==> src/denise_settings.svh <==
`ifndef DENISE_SETTINGS_SVH
`define DENISE_SETTINGS_SVH

// register addresses are bits 8..1 of the chip register offset

// --------------------
// control registers
// --------------------
`define DENISE_BPLCON0 8'h80 // $100, only HAM enable is kept
`define DENISE_BPLCON2 8'h82 // $104, playfield 1 priority
`define DENISE_CLXCON 8'h4C // $098, collision control
`define DENISE_CLXDAT 8'h07 // $00E, collision data, read only
`define DENISE_DENISEID 8'h3E // $07C, chip id, read only

// --------------------
// palette and bus
// --------------------
`define DENISE_COLOR_BASE 8'hC0 // $180, COLOR00
`define DENISE_IDLE_ADDR 8'hFF // bus cycle that touches nothing

// --------------------
// values
// --------------------
`define DENISE_ID_VALUE 16'hFFFC // ECS Denise id
`define DENISE_CLXCON_RESET 16'h0FFF // all planes enabled, match on 1s

`endif

==> src/denise_pkg.sv <==
package denise_pkg;

	// bus side
	typedef logic [7:0] reg_addr_t; // register offset bits 8..1
	typedef logic [15:0] bus_data_t; // chip bus data word

	// colour, red in the top nibble
	typedef struct packed
	{
		logic [3:0] r;
		logic [3:0] g;
		logic [3:0] b;
	} rgb_t;

	// pixel side
	typedef logic [5:0] bpl_t; // bit 0 is plane 1
	typedef logic [7:0] spr_mask_t; // one valid bit per sprite
	typedef logic [3:0] spr_pix_t; // sprite colour code

	// palette select
	// bits 4..0 pick one of 32 colour registers
	// bit 5 asks for extra half brite
	typedef logic [5:0] clut_sel_t;

endpackage

==> src/denise_regs.sv <==
`timescale 1ns/1ps
`include "denise_settings.svh"

// control register bank
// holds the BPLCON0 and BPLCON2 bits the pixel path still needs
// and answers reads of the chip id register

module denise_regs
(
	input	logic					clk,
	input	logic					reset,
	input	denise_pkg::reg_addr_t	reg_address, // register address, bits 8..1
	input	denise_pkg::bus_data_t	data_in, // bus write data
	output	logic					ham_mode, // hold and modify enable
	output	logic	[2:0]			pf1_pri, // playfield 1 vs sprite priority
	output	denise_pkg::bus_data_t	data_out // read data, 0 when not addressed
);
	import denise_pkg::*;

	localparam reg_addr_t ADDR_BPLCON0 = `DENISE_BPLCON0;
	localparam reg_addr_t ADDR_BPLCON2 = `DENISE_BPLCON2;
	localparam reg_addr_t ADDR_ID = `DENISE_DENISEID;
	localparam bus_data_t ID_VALUE = `DENISE_ID_VALUE;

	// --------------------
	// BPLCON0
	// --------------------
	always_ff @(posedge clk)
	begin
		if (reset)
			ham_mode <= 1'b0;
		else if (reg_address == ADDR_BPLCON0)
			ham_mode <= data_in[11]; // HOMOD bit
	end

	// --------------------
	// BPLCON2
	// --------------------
	// only PF1P2..PF1P0 survive, single playfield display
	always_ff @(posedge clk)
	begin
		if (reset)
			pf1_pri <= 3'd0;
		else if (reg_address == ADDR_BPLCON2)
			pf1_pri <= data_in[2:0];
	end

	// --------------------
	// read path
	// --------------------
	// id read is combinational in the address cycle
	assign data_out = (reg_address == ADDR_ID) ? ID_VALUE : '0;

endmodule

==> src/palette_ram.sv <==
`timescale 1ns/1ps
`include "denise_settings.svh"

// colour register file, written from the bus, read without a clock
// depth is 2**ADDR_BITS entries counted from COLOR00

module palette_ram
#(
	parameter int ADDR_BITS = 5 // 5 for the full table, 4 for the HAM copy
)
(
	input	logic					clk,
	input	denise_pkg::reg_addr_t	reg_address, // register address, bits 8..1
	input	denise_pkg::bus_data_t	data_in, // bus write data
	input	logic	[ADDR_BITS-1:0]	index, // read select
	output	denise_pkg::rgb_t		color // selected colour
);
	import denise_pkg::*;

	localparam reg_addr_t COLOR_BASE = `DENISE_COLOR_BASE;

	rgb_t mem [2**ADDR_BITS]; // colour registers, no reset

	// upper address bits pick the colour block, low bits the entry
	always_ff @(posedge clk)
	begin
		if (reg_address[7:ADDR_BITS] == COLOR_BASE[7:ADDR_BITS])
			mem[reg_address[ADDR_BITS-1:0]] <= rgb_t'(data_in[11:0]); // 12 bit RGB
	end

	assign color = mem[index]; // asynchronous read

endmodule

==> src/color_lookup.sv <==
`timescale 1ns/1ps
`include "denise_settings.svh"

// sprite vs playfield priority, palette index selection,
// 32 entry colour table and the extra half brite output register

module color_lookup
(
	input	logic					clk,
	input	denise_pkg::reg_addr_t	reg_address, // register address, bits 8..1
	input	denise_pkg::bus_data_t	data_in, // bus write data
	input	denise_pkg::bpl_t		bpldata, // bitplane pixel
	input	denise_pkg::spr_pix_t	sprdata, // sprite colour code
	input	denise_pkg::spr_mask_t	nsprite, // sprite valid bits
	input	logic	[2:0]			pf1_pri, // BPLCON2 playfield 1 priority
	output	denise_pkg::rgb_t		clut_rgb, // registered colour
	output	logic					spr_sel // sprite wins this pixel
);
	import denise_pkg::*;

	logic [3:0] spr_group; // one bit per sprite pair
	logic [2:0] spr_code; // 1..4 for the front pair, 7 when none
	logic pf_front; // playfield sits in front of the sprite
	clut_sel_t clut_sel; // palette index with half brite flag
	rgb_t sel_color; // raw palette output

	// --------------------
	// sprite priority
	// --------------------
	assign spr_group[0] = |nsprite[1:0];
	assign spr_group[1] = |nsprite[3:2];
	assign spr_group[2] = |nsprite[5:4];
	assign spr_group[3] = |nsprite[7:6];

	// lowest pair has the highest priority
	always_comb
	begin
		if (spr_group[0])
			spr_code = 3'd1;
		else if (spr_group[1])
			spr_code = 3'd2;
		else if (spr_group[2])
			spr_code = 3'd3;
		else if (spr_group[3])
			spr_code = 3'd4;
		else
			spr_code = 3'd7; // no sprite at all
	end

	// non zero playfield beats sprites ranked below pf1_pri
	assign pf_front = (bpldata != '0) && (spr_code > pf1_pri);
	assign spr_sel = (spr_code != 3'd7) && !pf_front;

	// --------------------
	// palette
	// --------------------
	// sprites use colours 16..31
	assign clut_sel = spr_sel ? {2'b01, sprdata} : clut_sel_t'(bpldata);

	palette_ram #(
		.ADDR_BITS	(5)
	) u_palette (
		.clk		(clk),
		.reg_address(reg_address),
		.data_in	(data_in),
		.index		(clut_sel[4:0]),
		.color		(sel_color)
	);

	// half brite shifts every component one place right
	always_ff @(posedge clk)
	begin
		if (clut_sel[5])
		begin
			clut_rgb.r <= {1'b0, sel_color.r[3:1]};
			clut_rgb.g <= {1'b0, sel_color.g[3:1]};
			clut_rgb.b <= {1'b0, sel_color.b[3:1]};
		end
		else
			clut_rgb <= sel_color; // normal colour
	end

endmodule

==> src/ham_generator.sv <==
`timescale 1ns/1ps
`include "denise_settings.svh"

// hold and modify decoder
// keeps its own copy of COLOR00..15 so sprites can use the main table
// while the HAM playfield is loading base colours

module ham_generator
(
	input	logic					clk,
	input	logic					reset,
	input	denise_pkg::reg_addr_t	reg_address, // register address, bits 8..1
	input	denise_pkg::bus_data_t	data_in, // bus write data
	input	denise_pkg::bpl_t		bpldata, // bitplane pixel, bits 5..4 are the command
	output	denise_pkg::rgb_t		ham_rgb // held colour
);
	import denise_pkg::*;

	rgb_t base_color; // palette entry for a load command

	palette_ram #(
		.ADDR_BITS	(4)
	) u_palette (
		.clk		(clk),
		.reg_address(reg_address),
		.data_in	(data_in),
		.index		(bpldata[3:0]),
		.color		(base_color)
	);

	// --------------------
	// hold register
	// --------------------
	// untouched components keep the previous pixel colour
	always_ff @(posedge clk)
	begin
		if (reset)
			ham_rgb <= '0;
		else
		begin
			case (bpldata[5:4])
				2'b00: ham_rgb <= base_color; // load from palette
				2'b01: ham_rgb.b <= bpldata[3:0]; // modify blue
				2'b10: ham_rgb.r <= bpldata[3:0]; // modify red
				default: ham_rgb.g <= bpldata[3:0]; // 11, modify green
			endcase
		end
	end

endmodule

==> src/collision_detect.sv <==
`timescale 1ns/1ps
`include "denise_settings.svh"

// sprite and bitplane collision detection
// CLXCON selects what counts as a hit, CLXDAT collects hits until read

module collision_detect
(
	input	logic					clk,
	input	logic					reset,
	input	denise_pkg::reg_addr_t	reg_address, // register address, bits 8..1
	input	denise_pkg::bus_data_t	data_in, // bus write data
	input	denise_pkg::bpl_t		bpldata, // bitplane pixel
	input	denise_pkg::spr_mask_t	nsprite, // sprite valid bits
	output	denise_pkg::bus_data_t	data_out // CLXDAT read data
);
	import denise_pkg::*;

	localparam reg_addr_t ADDR_CLXCON = `DENISE_CLXCON;
	localparam reg_addr_t ADDR_CLXDAT = `DENISE_CLXDAT;

	bus_data_t clxcon; // control register
	logic [14:0] clxdat; // sticky collision bits
	logic [5:0] plane_match; // per plane match
	logic odd_match; // planes 1, 3, 5
	logic even_match; // planes 2, 4, 6
	logic [3:0] spr_match; // per sprite pair
	logic [14:0] hit; // collisions in this pixel
	logic clx_read;

	always_ff @(posedge clk)
	begin
		if (reset)
			clxcon <= `DENISE_CLXCON_RESET;
		else if (reg_address == ADDR_CLXCON)
			clxcon <= data_in;
	end

	// --------------------
	// matching
	// --------------------
	// disabled plane always matches, enabled plane must equal MVBPn
	assign plane_match = ~clxcon[11:6] | ~(bpldata ^ clxcon[5:0]);
	assign odd_match = plane_match[0] & plane_match[2] & plane_match[4];
	assign even_match = plane_match[1] & plane_match[3] & plane_match[5];

	// odd sprite joins its pair only when ENSPn is set
	assign spr_match[0] = nsprite[0] | (nsprite[1] & clxcon[12]);
	assign spr_match[1] = nsprite[2] | (nsprite[3] & clxcon[13]);
	assign spr_match[2] = nsprite[4] | (nsprite[5] & clxcon[14]);
	assign spr_match[3] = nsprite[6] | (nsprite[7] & clxcon[15]);

	assign hit[0] = even_match & odd_match; // even planes vs odd planes
	assign hit[1] = odd_match & spr_match[0];
	assign hit[2] = odd_match & spr_match[1];
	assign hit[3] = odd_match & spr_match[2];
	assign hit[4] = odd_match & spr_match[3];
	assign hit[5] = even_match & spr_match[0];
	assign hit[6] = even_match & spr_match[1];
	assign hit[7] = even_match & spr_match[2];
	assign hit[8] = even_match & spr_match[3];
	// sprite pair against sprite pair
	assign hit[9] = spr_match[0] & spr_match[1];
	assign hit[10] = spr_match[0] & spr_match[2];
	assign hit[11] = spr_match[0] & spr_match[3];
	assign hit[12] = spr_match[1] & spr_match[2];
	assign hit[13] = spr_match[1] & spr_match[3];
	assign hit[14] = spr_match[2] & spr_match[3];

	// --------------------
	// CLXDAT
	// --------------------
	assign clx_read = (reg_address == ADDR_CLXDAT);

	// a read clears everything, hits in the read cycle are dropped
	always_ff @(posedge clk)
	begin
		if (reset || clx_read)
			clxdat <= '0;
		else
			clxdat <= clxdat | hit;
	end

	assign data_out = clx_read ? {1'b1, clxdat} : '0; // bit 15 reads as 1

endmodule

==> src/rgb_output.sv <==
`timescale 1ns/1ps
`include "denise_settings.svh"

// final video stage
// picks the HAM or palette colour and applies blanking

module rgb_output
(
	input	logic				clk,
	input	logic				reset,
	input	denise_pkg::rgb_t	clut_rgb, // palette colour, already registered
	input	denise_pkg::rgb_t	ham_rgb, // HAM colour, already registered
	input	logic				spr_sel, // sprite select, pixel cycle
	input	logic				blank, // blanking, pixel cycle
	input	logic				ham_mode, // BPLCON0 HOMOD
	output	denise_pkg::rgb_t	rgb // video out
);
	import denise_pkg::*;

	logic spr_sel_d; // lines up with the registered colours
	logic blank_d;
	rgb_t mux_rgb;

	always_ff @(posedge clk)
	begin
		if (reset)
		begin
			spr_sel_d <= 1'b0;
			blank_d <= 1'b0;
		end
		else
		begin
			spr_sel_d <= spr_sel;
			blank_d <= blank;
		end
	end

	// sprites keep palette colours in HAM mode
	assign mux_rgb = (ham_mode && !spr_sel_d) ? ham_rgb : clut_rgb;

	always_ff @(posedge clk)
	begin
		if (reset || blank_d)
			rgb <= '0; // black
		else
			rgb <= mux_rgb;
	end

endmodule

==> src/denise_video.sv <==
`timescale 1ns/1ps
`include "denise_settings.svh"

// pixel back end top level
// serial pixel data comes in on ports, one pixel per clock

module denise_video
(
	input	logic					clk,
	input	logic					reset,
	input	logic					blank, // blanking for this pixel
	input	denise_pkg::reg_addr_t	reg_address, // register address, bits 8..1
	input	denise_pkg::bus_data_t	data_in, // bus write data
	input	denise_pkg::bpl_t		bpldata, // bitplane pixel
	input	denise_pkg::spr_pix_t	sprdata, // sprite colour code
	input	denise_pkg::spr_mask_t	nsprite, // sprite valid bits
	output	denise_pkg::bus_data_t	data_out, // register read data
	output	denise_pkg::rgb_t		rgb // video out, 2 clocks after the pixel
);
	import denise_pkg::*;

	logic ham_mode;
	logic [2:0] pf1_pri;
	logic spr_sel;
	rgb_t clut_rgb;
	rgb_t ham_rgb;
	bus_data_t regs_data; // id read
	bus_data_t clx_data; // CLXDAT read

	// --------------------
	// register bus
	// --------------------
	denise_regs u_regs (
		.clk		(clk),
		.reset		(reset),
		.reg_address(reg_address),
		.data_in	(data_in),
		.ham_mode	(ham_mode),
		.pf1_pri	(pf1_pri),
		.data_out	(regs_data)
	);

	collision_detect u_clx (
		.clk		(clk),
		.reset		(reset),
		.reg_address(reg_address),
		.data_in	(data_in),
		.bpldata	(bpldata),
		.nsprite	(nsprite),
		.data_out	(clx_data)
	);

	assign data_out = regs_data | clx_data; // idle units drive 0

	// --------------------
	// pixel path
	// --------------------
	color_lookup u_clut (
		.clk		(clk),
		.reg_address(reg_address),
		.data_in	(data_in),
		.bpldata	(bpldata),
		.sprdata	(sprdata),
		.nsprite	(nsprite),
		.pf1_pri	(pf1_pri),
		.clut_rgb	(clut_rgb),
		.spr_sel	(spr_sel)
	);

	ham_generator u_ham (
		.clk		(clk),
		.reset		(reset),
		.reg_address(reg_address),
		.data_in	(data_in),
		.bpldata	(bpldata),
		.ham_rgb	(ham_rgb)
	);

	rgb_output u_out (
		.clk		(clk),
		.reset		(reset),
		.clut_rgb	(clut_rgb),
		.ham_rgb	(ham_rgb),
		.spr_sel	(spr_sel),
		.blank		(blank),
		.ham_mode	(ham_mode),
		.rgb		(rgb)
	);

endmodule

==> config.mk <==
export PLATFORM = sky130hd
export DESIGN_NAME = denise_video
export DESIGN_NICKNAME = d
export VERILOG_FILES = /design/src/denise_pkg.sv /design/src/denise_regs.sv /design/src/palette_ram.sv /design/src/color_lookup.sv /design/src/ham_generator.sv /design/src/collision_detect.sv /design/src/rgb_output.sv /design/src/denise_video.sv
export VERILOG_INCLUDE_DIRS = /design/src
export SDC_FILE = /design/constraint.sdc
export NUM_CORES = 1
export LEC_CHECK = 0
export BUFFER_PORTS_ARGS = -buffer_cell sky130_fd_sc_hd__buf_4
export CORE_MARGIN = 5
export CORE_UTILIZATION = 47
export CTS_CLUSTER_SIZE = 24
export DETAILED_ROUTE_END_ITERATION = 8
export PLACE_DENSITY = 0.73
export SLEW_MARGIN = 20
export SYNTH_ARGS = -nofsm -noshare
export SYNTH_HDL_FRONTEND = slang
export SYNTH_SLANG_ARGS = --single-unit
==> constraint.sdc <==
create_clock -name clk -period 6.6 [get_ports clk]
set_input_delay 0.66 -clock clk [delete_from_list [all_inputs] [get_ports clk]]
set_output_delay 0.66 -clock clk [all_outputs]
set_load 0.1 [all_outputs]
Word-level counts from Yosys, hierarchy flattened
Memories as Yosys holds them, arrays and structs flattened.
Index checks and enable logic that the tools add are counted.
- memory bits (writable): 576
- flip-flop bits (word level): 73
- output and inout port bits: 28
- memories: 2
- logic and storage cells: 96
- order comparisons: 1
- bitwise operators: 33
- reduce and logical (&&, ||, !) cells: 16
- multiplexer cells: 16
- equal/unequal tests: 10
- memories (name ; words ; bits a word ; rd ports ; clocked after memory_dff ; write ports ; line ; source):
    u_clut.u_palette.mem ; 32 ; 12 ; 1 ; 0 ; 1 ; palette_ram.sv:22 ; rgb_t mem [2**ADDR_BITS];
    u_ham.u_palette.mem ; 16 ; 12 ; 1 ; 0 ; 1 ; palette_ram.sv:22 ;
- operators by type and width (operator ; number):
    $mux W16 ; 2
    $pmux W4 S2 ; 3
    $and A1 B1 Y1 ; 23
    $eq A8 B8 Y1 const B ; 2
    $or A16 B16 Y16 ; 1
    $or A15 B15 Y15 ; 1
    $mux W12 ; 1
    $not A6 Y6 ; 2
    $mux W11 ; 1
    $reduce_or A2 Y1 ; 5
    $mux W3 ; 3
    $eq A8 B3 Y1 const B ; 1
    $eq A8 B6 Y1 const B ; 1
    $eq A8 B7 Y1 const B ; 1
    $mux W6 ; 1
    $or A6 B6 Y6 ; 1
    $reduce_bool A6 Y1 ; 1
    $xor A6 B6 Y6 ; 1
    $eq A4 B4 Y1 const B ; 1
    $mux W1 ; 4
    $or A1 B1 Y1 ; 4
    $reduce_bool A2 Y1 ; 2
    $eq A3 B3 Y1 const B ; 1
    $gt A3 B3 Y1 ; 1
    other kinds (8) ; 12

Logic depth before layout (Yosys ltp)
An unclocked memory read counts as a cell.
- word-level depth: 12
- depth in mapped cells: 18
- mapped depth without buffers: 14

Hierarchy
Synthesis repeated with hierarchy kept, for this count alone.
- cells, all modules: 1556
- area total of the unflattened synthesis: 26090.0 sq um
- modules (own cells, without submodules) (module ; seq. area each (sq um) ; times used ; area an instance (sq um) ; cells an instance):
    palette_ram (u_clut.u_palette) ; 11531.1 ; 1 ; 15239.6 ; 860
    palette_ram (u_ham.u_palette) ; 5765.5 ; 1 ; 7372.1 ; 318
    collision_detect ; 620.6 ; 1 ; 1316.3 ; 151
    color_lookup ; 240.2 ; 1 ; 614.3 ; 54
    ham_generator ; 240.2 ; 1 ; 610.6 ; 59
    rgb_output ; 280.3 ; 1 ; 493.0 ; 58
    denise_regs ; 80.1 ; 1 ; 344.1 ; 40
    denise_video ; 0.0 ; 1 ; 100.1 ; 16

Worst setup path after synthesis
No wires, ideal clock.
- path kind: input -> register
- start point: input port nsprite[5]
- end point: register u_clut.clut_rgb[6] (netlist name)
- arrival: 3.968 ns
- stages on the path: 12
- setup time: 0.072 ns
- required time: 6.528 ns
- setup slack: 2.560 ns
- cells stage by stage: or4_4 -> nor3_1 -> ha_1 -> and3_1 -> a31o_2 -> o21ai_2 -> mux2i_1 -> nor3_1 -> a22oi_1 -> nand4_1 -> or4_1 -> mux2i_1
- cells in the longest elaborated chain, start to end: 11
- elaborated cells between the ends (all ways): 12
- ends and longest elaborated chain (item ; line ; source):
    start: declaration ; denise_video.sv:16 ; input denise_pkg::spr_mask_t nsprite,
    $reduce_or A2 Y1 (*) ; color_lookup.sv:32 ; assign spr_group[2] = |nsprite[5:4];
    $mux W3 (*) ; color_lookup.sv:42 ; else if (spr_group[2])
    $mux W3 (*) ; color_lookup.sv:40 ; else if (spr_group[1])
    $mux W3 (*) ; color_lookup.sv:38 ; if (spr_group[0])
    $gt A3 B3 Y1 ; color_lookup.sv:51 ; assign pf_front = (bpldata != '0) && (spr_code > pf1_pri);
    $logic_and A1 B1 Y1 ; color_lookup.sv:51 ;
    $logic_not A1 Y1 ; color_lookup.sv:52 ; assign spr_sel = (spr_code != 3'd7) && !pf_front;
    $logic_and A1 B1 Y1 (*) ; color_lookup.sv:52 ;
    $mux W6 (*) ; color_lookup.sv:58 ; assign clut_sel = spr_sel ? {2'b01, sprdata} : clut_sel_t'(bpldata);
    $mem_v2 Z32 W12 ; - ;
    $mux W11 (*) ; color_lookup.sv:73 ; if (clut_sel[5])
Every way passes the cells marked *; elsewhere a longest branch is shown, timed or not.
A chain may end at the register's enable or synchronous reset.

Worst setup path after layout
- start point: input port nsprite[5]
- end point: register u_clut.clut_rgb[6] (netlist name)
- cells in the longest elaborated chain, start to end: 11
- elaborated cells between the ends (all ways): 12
- ends and longest elaborated chain (item ; line):
    $reduce_or A2 Y1 (*) ; color_lookup.sv:32
    $mux W3 (*) ; color_lookup.sv:42
    $mux W3 (*) ; color_lookup.sv:40
    $mux W3 (*) ; color_lookup.sv:38
    $gt A3 B3 Y1 ; color_lookup.sv:51
    $logic_and A1 B1 Y1 ; color_lookup.sv:51
    $logic_not A1 Y1 ; color_lookup.sv:52
    $logic_and A1 B1 Y1 (*) ; color_lookup.sv:52
    $mux W6 (*) ; color_lookup.sv:58
    $mem_v2 Z32 W12 ; -
    $mux W11 (*) ; color_lookup.sv:73
Marks and branches as above.

==> parameters.txt <==
Parameter                              Value

Clocking
  Cts bufs inserted ... 61
  Post-cts repair resize count ... 0
  Buffer cell driving the clock tree root ... clkbuf_16
  Clock Tree Buf Depth ... 3
  Clock tree from TritonCTS ... built
  H-Tree Level Count ... 2
  Clock edge transition at the registers on the reported setup and hold paths ... 70 ps
  Worst skew pair latency ... 610 ps
  Post-CTS Hold Fix Bufs ... 0
  Buffer count from post-CTS setup fixing ... 0
  Number of clock sinks ... 649

Critical path
  Beginning of the critical path ... nsprite[5]
  Cell family with the largest share of critical-path delay ... simple AND/OR/NAND/NOR gates
  Slowest stage delay, CP ... 610 ps
  Total stage count of the critical path ... 14
  Highest net fanout along the worst path ... 64
  Worst setup path endpoint ... u_clut.clut_rgb[6]$_DFF_P_
  Arrival time of the worst setup path ... 5140 ps
  Type of the setup path with the least slack ... input port to flip-flop
  Reg-to-Reg Start ... u_regs.pf1_pri[2]$_SDFFE_PP0N_
  CP Data Required Time ... 7150 ps
  Endpoint class of the critical path ... flip-flop
  CP Buf/Inv Count ... 2
  CP startpoint kind ... input port
  Cells along the critical path ... buf_4, or4_4, nor3_1, ha_1, and3_1, a31oi_1, a21oi_1, nor2_4, buf_12, nand2_1, nand3_1, nand4_1, or4_1, mux2i_1
  Critical path's slowest cell ... or4_1
  Count of cells along the worst register-to-register path ... 12
  Destination of the worst register-to-register timing path ... u_clut.clut_rgb[6]$_DFF_P_
  Slack of the worst reg-to-reg path ... 2540 ps

STA
  Largest clock skew in the final design ... 16.3 ps
  Final Hold Vio Count ... 0
  Sum Neg Setup Slack ... 0 ps
  Minimum clock period ... 4590 ps
  Transition time of the tightest slew-check pin ... 1220 ps
  RSZ-0062 raised after global routing ... no
  Max-Slew Margin vs Limit ... 0.185
  Final period utilization ... 0.696
  Setup-violating endpoint count in the final report ... 0
  Maximum achievable frequency ... 218 MHz
  Max Slew Vio Count ... 0

Pwr
  Power per cell area ... 306 nW/um^2
  Leakage power ... 10.0 nW
  Peak supply drop ... 0.000241 V

Final layout
  Commonest non-fill, non-tap cell in the layout ... edfxtp_1
  Non-filler instance count after layout ... 2,602
  FILL cells ... 4,193
  Finished Cell Area ... 29,400 um^2
  Fraction of final layout cells sized beyond drive strength 1 ... 0.167
  Number of nets in the layout ... 1,905
  Layout overhead on the synthesized area ... 14.0%
  Most frequent cells in the layout ... edfxtp_1 (576), nand2_1 (323), buf_4 (120), nand3_1 (94), nor2_1 (78)

Logic synthesis
  Top FF cell, synth ... edfxtp_1
  Count of synthesis-stage warnings from yosys ... 0
  Number of synthesized flops with an enable pin ... 576
  Post-synth top area share ... 0.671
  Sequential-to-total area share from yosys stat ... 0.728
  Synth area leader ... edfxtp_1
  Syn nets ... 1,811
  Mean area per synthesized cell ... 14.6 um^2
  Count of cell types in the netlist ... 69
  Netlist area before placement ... 25,800 um^2
  Register bit total from synthesis ... 649
  Post-synthesis async set-or-reset flop share ... 0
  Mapped Cells ... 1,760
  Area contributors post-synth ... edfxtp_1 (67%), dfxtp_1 (5.7%), nand2_1 (4.7%), mux4_2 (4.5%), mux2i_1 (2.7%)

Global routing
  Vias in the first global route ... 15,400
  Maximum number of pins on one net before global-route repair ... 120
  Global-route usage over all layers ... 0.230
  Total grt overflow ... 0
  Number of antenna violations at the first check in global routing ... 2
  Global-route wire length before repair ... 103,000 um

Placement
  Gpl congestion ... 0.917
  Number of buffer cells added on primary ports ... 72
  Count of placed standard cells including taps ... 2,487
  HPWL after detailed placement ... 42,900 um
  Placed cell areas ... 27,300 um^2

Detailed routing
  DRC violations left ... 0
  Detail-routed via count per cell ... 6.16
  Routed WL ... 69,700 um
  Drt pass-1 iters ... 6
  Post-route ant nets ... 0
  Detail-routed net length per standard cell ... 26.8 um
  Routed via count ... 16,000
  DRT iter0 DRCs ... 2,284

Floorplan
  Number of ports placed on the die boundary ... 73
  Die Y ... 244 um
  Core Region ... 54,000 um^2
  Overall die width ... 244 um
  Die outline area ... 59,600 um^2
  Cell Rows ... 85
  Effective utilization at floorplan ... 0.477

Job
  Maximum capacitance violations ... 0

Status
  Status ... completed

Min path
  Worst hold path type ... input port to flip-flop
==> metrics by stage <==
| step | setup slack (ps) | power (W) | util | hold slack [ps] |
|---|---|---|---|---|
| 4_1_cts | 2070 | 0.00900 | 0.543 | 274 |
| 3_5_place_dp | 1420 | 0.00545 | 0.505 | 453 |
| 6_report | 2010 | 0.00899 | 0.544 | 287 |
| 5_1_grt | 1740 | 0.00923 | 0.544 | 285 |
| 2_1_floorplan | 2560 | 0.00512 | - | 418 |
| 3_3_place_gp | 1560 | 0.00543 | 0.504 | 441 |
==> metal layers <==
layer,track usage,part of all wire,vias up
li1,-,-,6933
met1,0.332,0.41,8024
met2,0.353,0.46,931
met3,0.0436,0.097,131
met4,0.0807,0.036,0
met5,0,0,-
==> logic make-up (layout without fill, tap and decap cells) <==
| kind of cell | Yosys count | in the layout | synth area share |
|---|---|---|---|
| adder cells (fa/ha/maj) | 6 | 6 | 0.00291 |
| other | 0 | 1 | 0 |
| AO/OA/AOI/OAI | 225 | 225 | 0.0594 |
| multiplexers | 131 | 131 | 0.0762 |
| AND/OR/NAND/NOR | 646 | 646 | 0.114 |
| flip-flops | 649 | 649 | 0.728 |
| buffers and inverters | 97 | 242 | 0.0172 |
| XOR/XNOR | 6 | 6 | 0.00204 |
==> worst register-to-register path, cell delays in order (launching register included) <==
cell and delay [ps]:
dfxtp_1 330, inv_1 50, ha_1 310, and3_1 230, a31oi_1 460, a21oi_1 360
nor2_4 600, buf_12 350, nand2_1 200, nand3_1 120, nand4_1 250, or4_1 610
mux2i_1 140
==> registers in the layout, summed over array words and instances (netlist names), 3 cells and up <==
| register | cells |
|---|---|
| u_out.rgb | 12 |
| u_clx.clxdat | 15 |
| u_ham.u_palette.mem | 192 |
| u_ham.ham_rgb | 12 |
| u_clx.clxcon | 16 |
| u_clut.clut_rgb | 12 |
| u_regs.pf1_pri | 3 |
| u_clut.u_palette.mem | 384 |
==> Yosys cell counts, drive strengths merged, types with 3 or more instances <==
| cell | number |
|---|---|
| a2111oi | 5 |
| a211oi | 18 |
| a21boi | 5 |
| a21o | 5 |
| a21oi | 74 |
| a22oi | 14 |
| a311oi | 4 |
| a31oi | 11 |
| a32o | 6 |
| a32oi | 19 |
| and2 | 5 |
| and3 | 25 |
| and4 | 5 |
| buf | 44 |
| clkbuf | 47 |
| dfxtp | 73 |
| edfxtp | 576 |
| ha | 6 |
| inv | 6 |
| mux2 | 11 |
| mux2i | 69 |
| mux4 | 51 |
| nand2 | 324 |
| nand2b | 4 |
| nand3 | 94 |
| nand3b | 16 |
| nand4 | 27 |
| nor2 | 94 |
| nor2b | 4 |
| nor3 | 22 |
| nor3b | 3 |
| nor4 | 6 |
| o2111ai | 3 |
| o211ai | 6 |
| o21ai | 27 |
| o22ai | 5 |
| o311ai | 6 |
| o41ai | 4 |
| or2 | 4 |
| or4 | 7 |
| xor2 | 6 |
==> worst min path at each step <==
stage                                     to                            from  cells past startpoint
5_1_grt        u_clx.clxcon[15]$_SDFFE_PP0N_                     data_in[15]                      3
3_3_place_gp         u_out.rgb[0]$_SDFF_PP0_   u_ham.ham_rgb[0]$_SDFFE_PP0P_                      2
2_1_floorplan       u_out.rgb[11]$_SDFF_PP0_  u_clut.clut_rgb[11]$_SDFF_PP0_                      2
4_1_cts             u_out.blank_d$_SDFF_PP0_                           blank                      2
3_5_place_dp      u_clx.clxdat[1]$_SDFF_PP0_      u_clx.clxdat[1]$_SDFF_PP0_                      2
6_report            u_out.blank_d$_SDFF_PP0_                           blank                      2
==> power by group <==
| group | switching (W) | internal (W) | total, W |
|---|---|---|---|
| logic | 0.000583 | 0.000234 | 0.000817 |
| clock network | 0.00148 | 0.00213 | 0.00361 |
| registers | 0.0000388 | 0.00452 | 0.00456 |
==> cell type report <==
class / instances / area [um^2] / area share
Sequential cell: 649 / 18800 / 0.639
Timing Repair Buffer: 122 / 941 / 0.0320
Inverter: 6 / 22.5 / 0.000767
Multi-Input combinational cell: 1014 / 6690 / 0.228
Clock buffer: 85 / 1760 / 0.0600
Tap cell: 696 / 871 / 0.0296
Antenna cell: 1 / 2.50 / 0.0000852
Clock inverter: 29 / 323 / 0.0110
(Power assumes the default switching activity.)
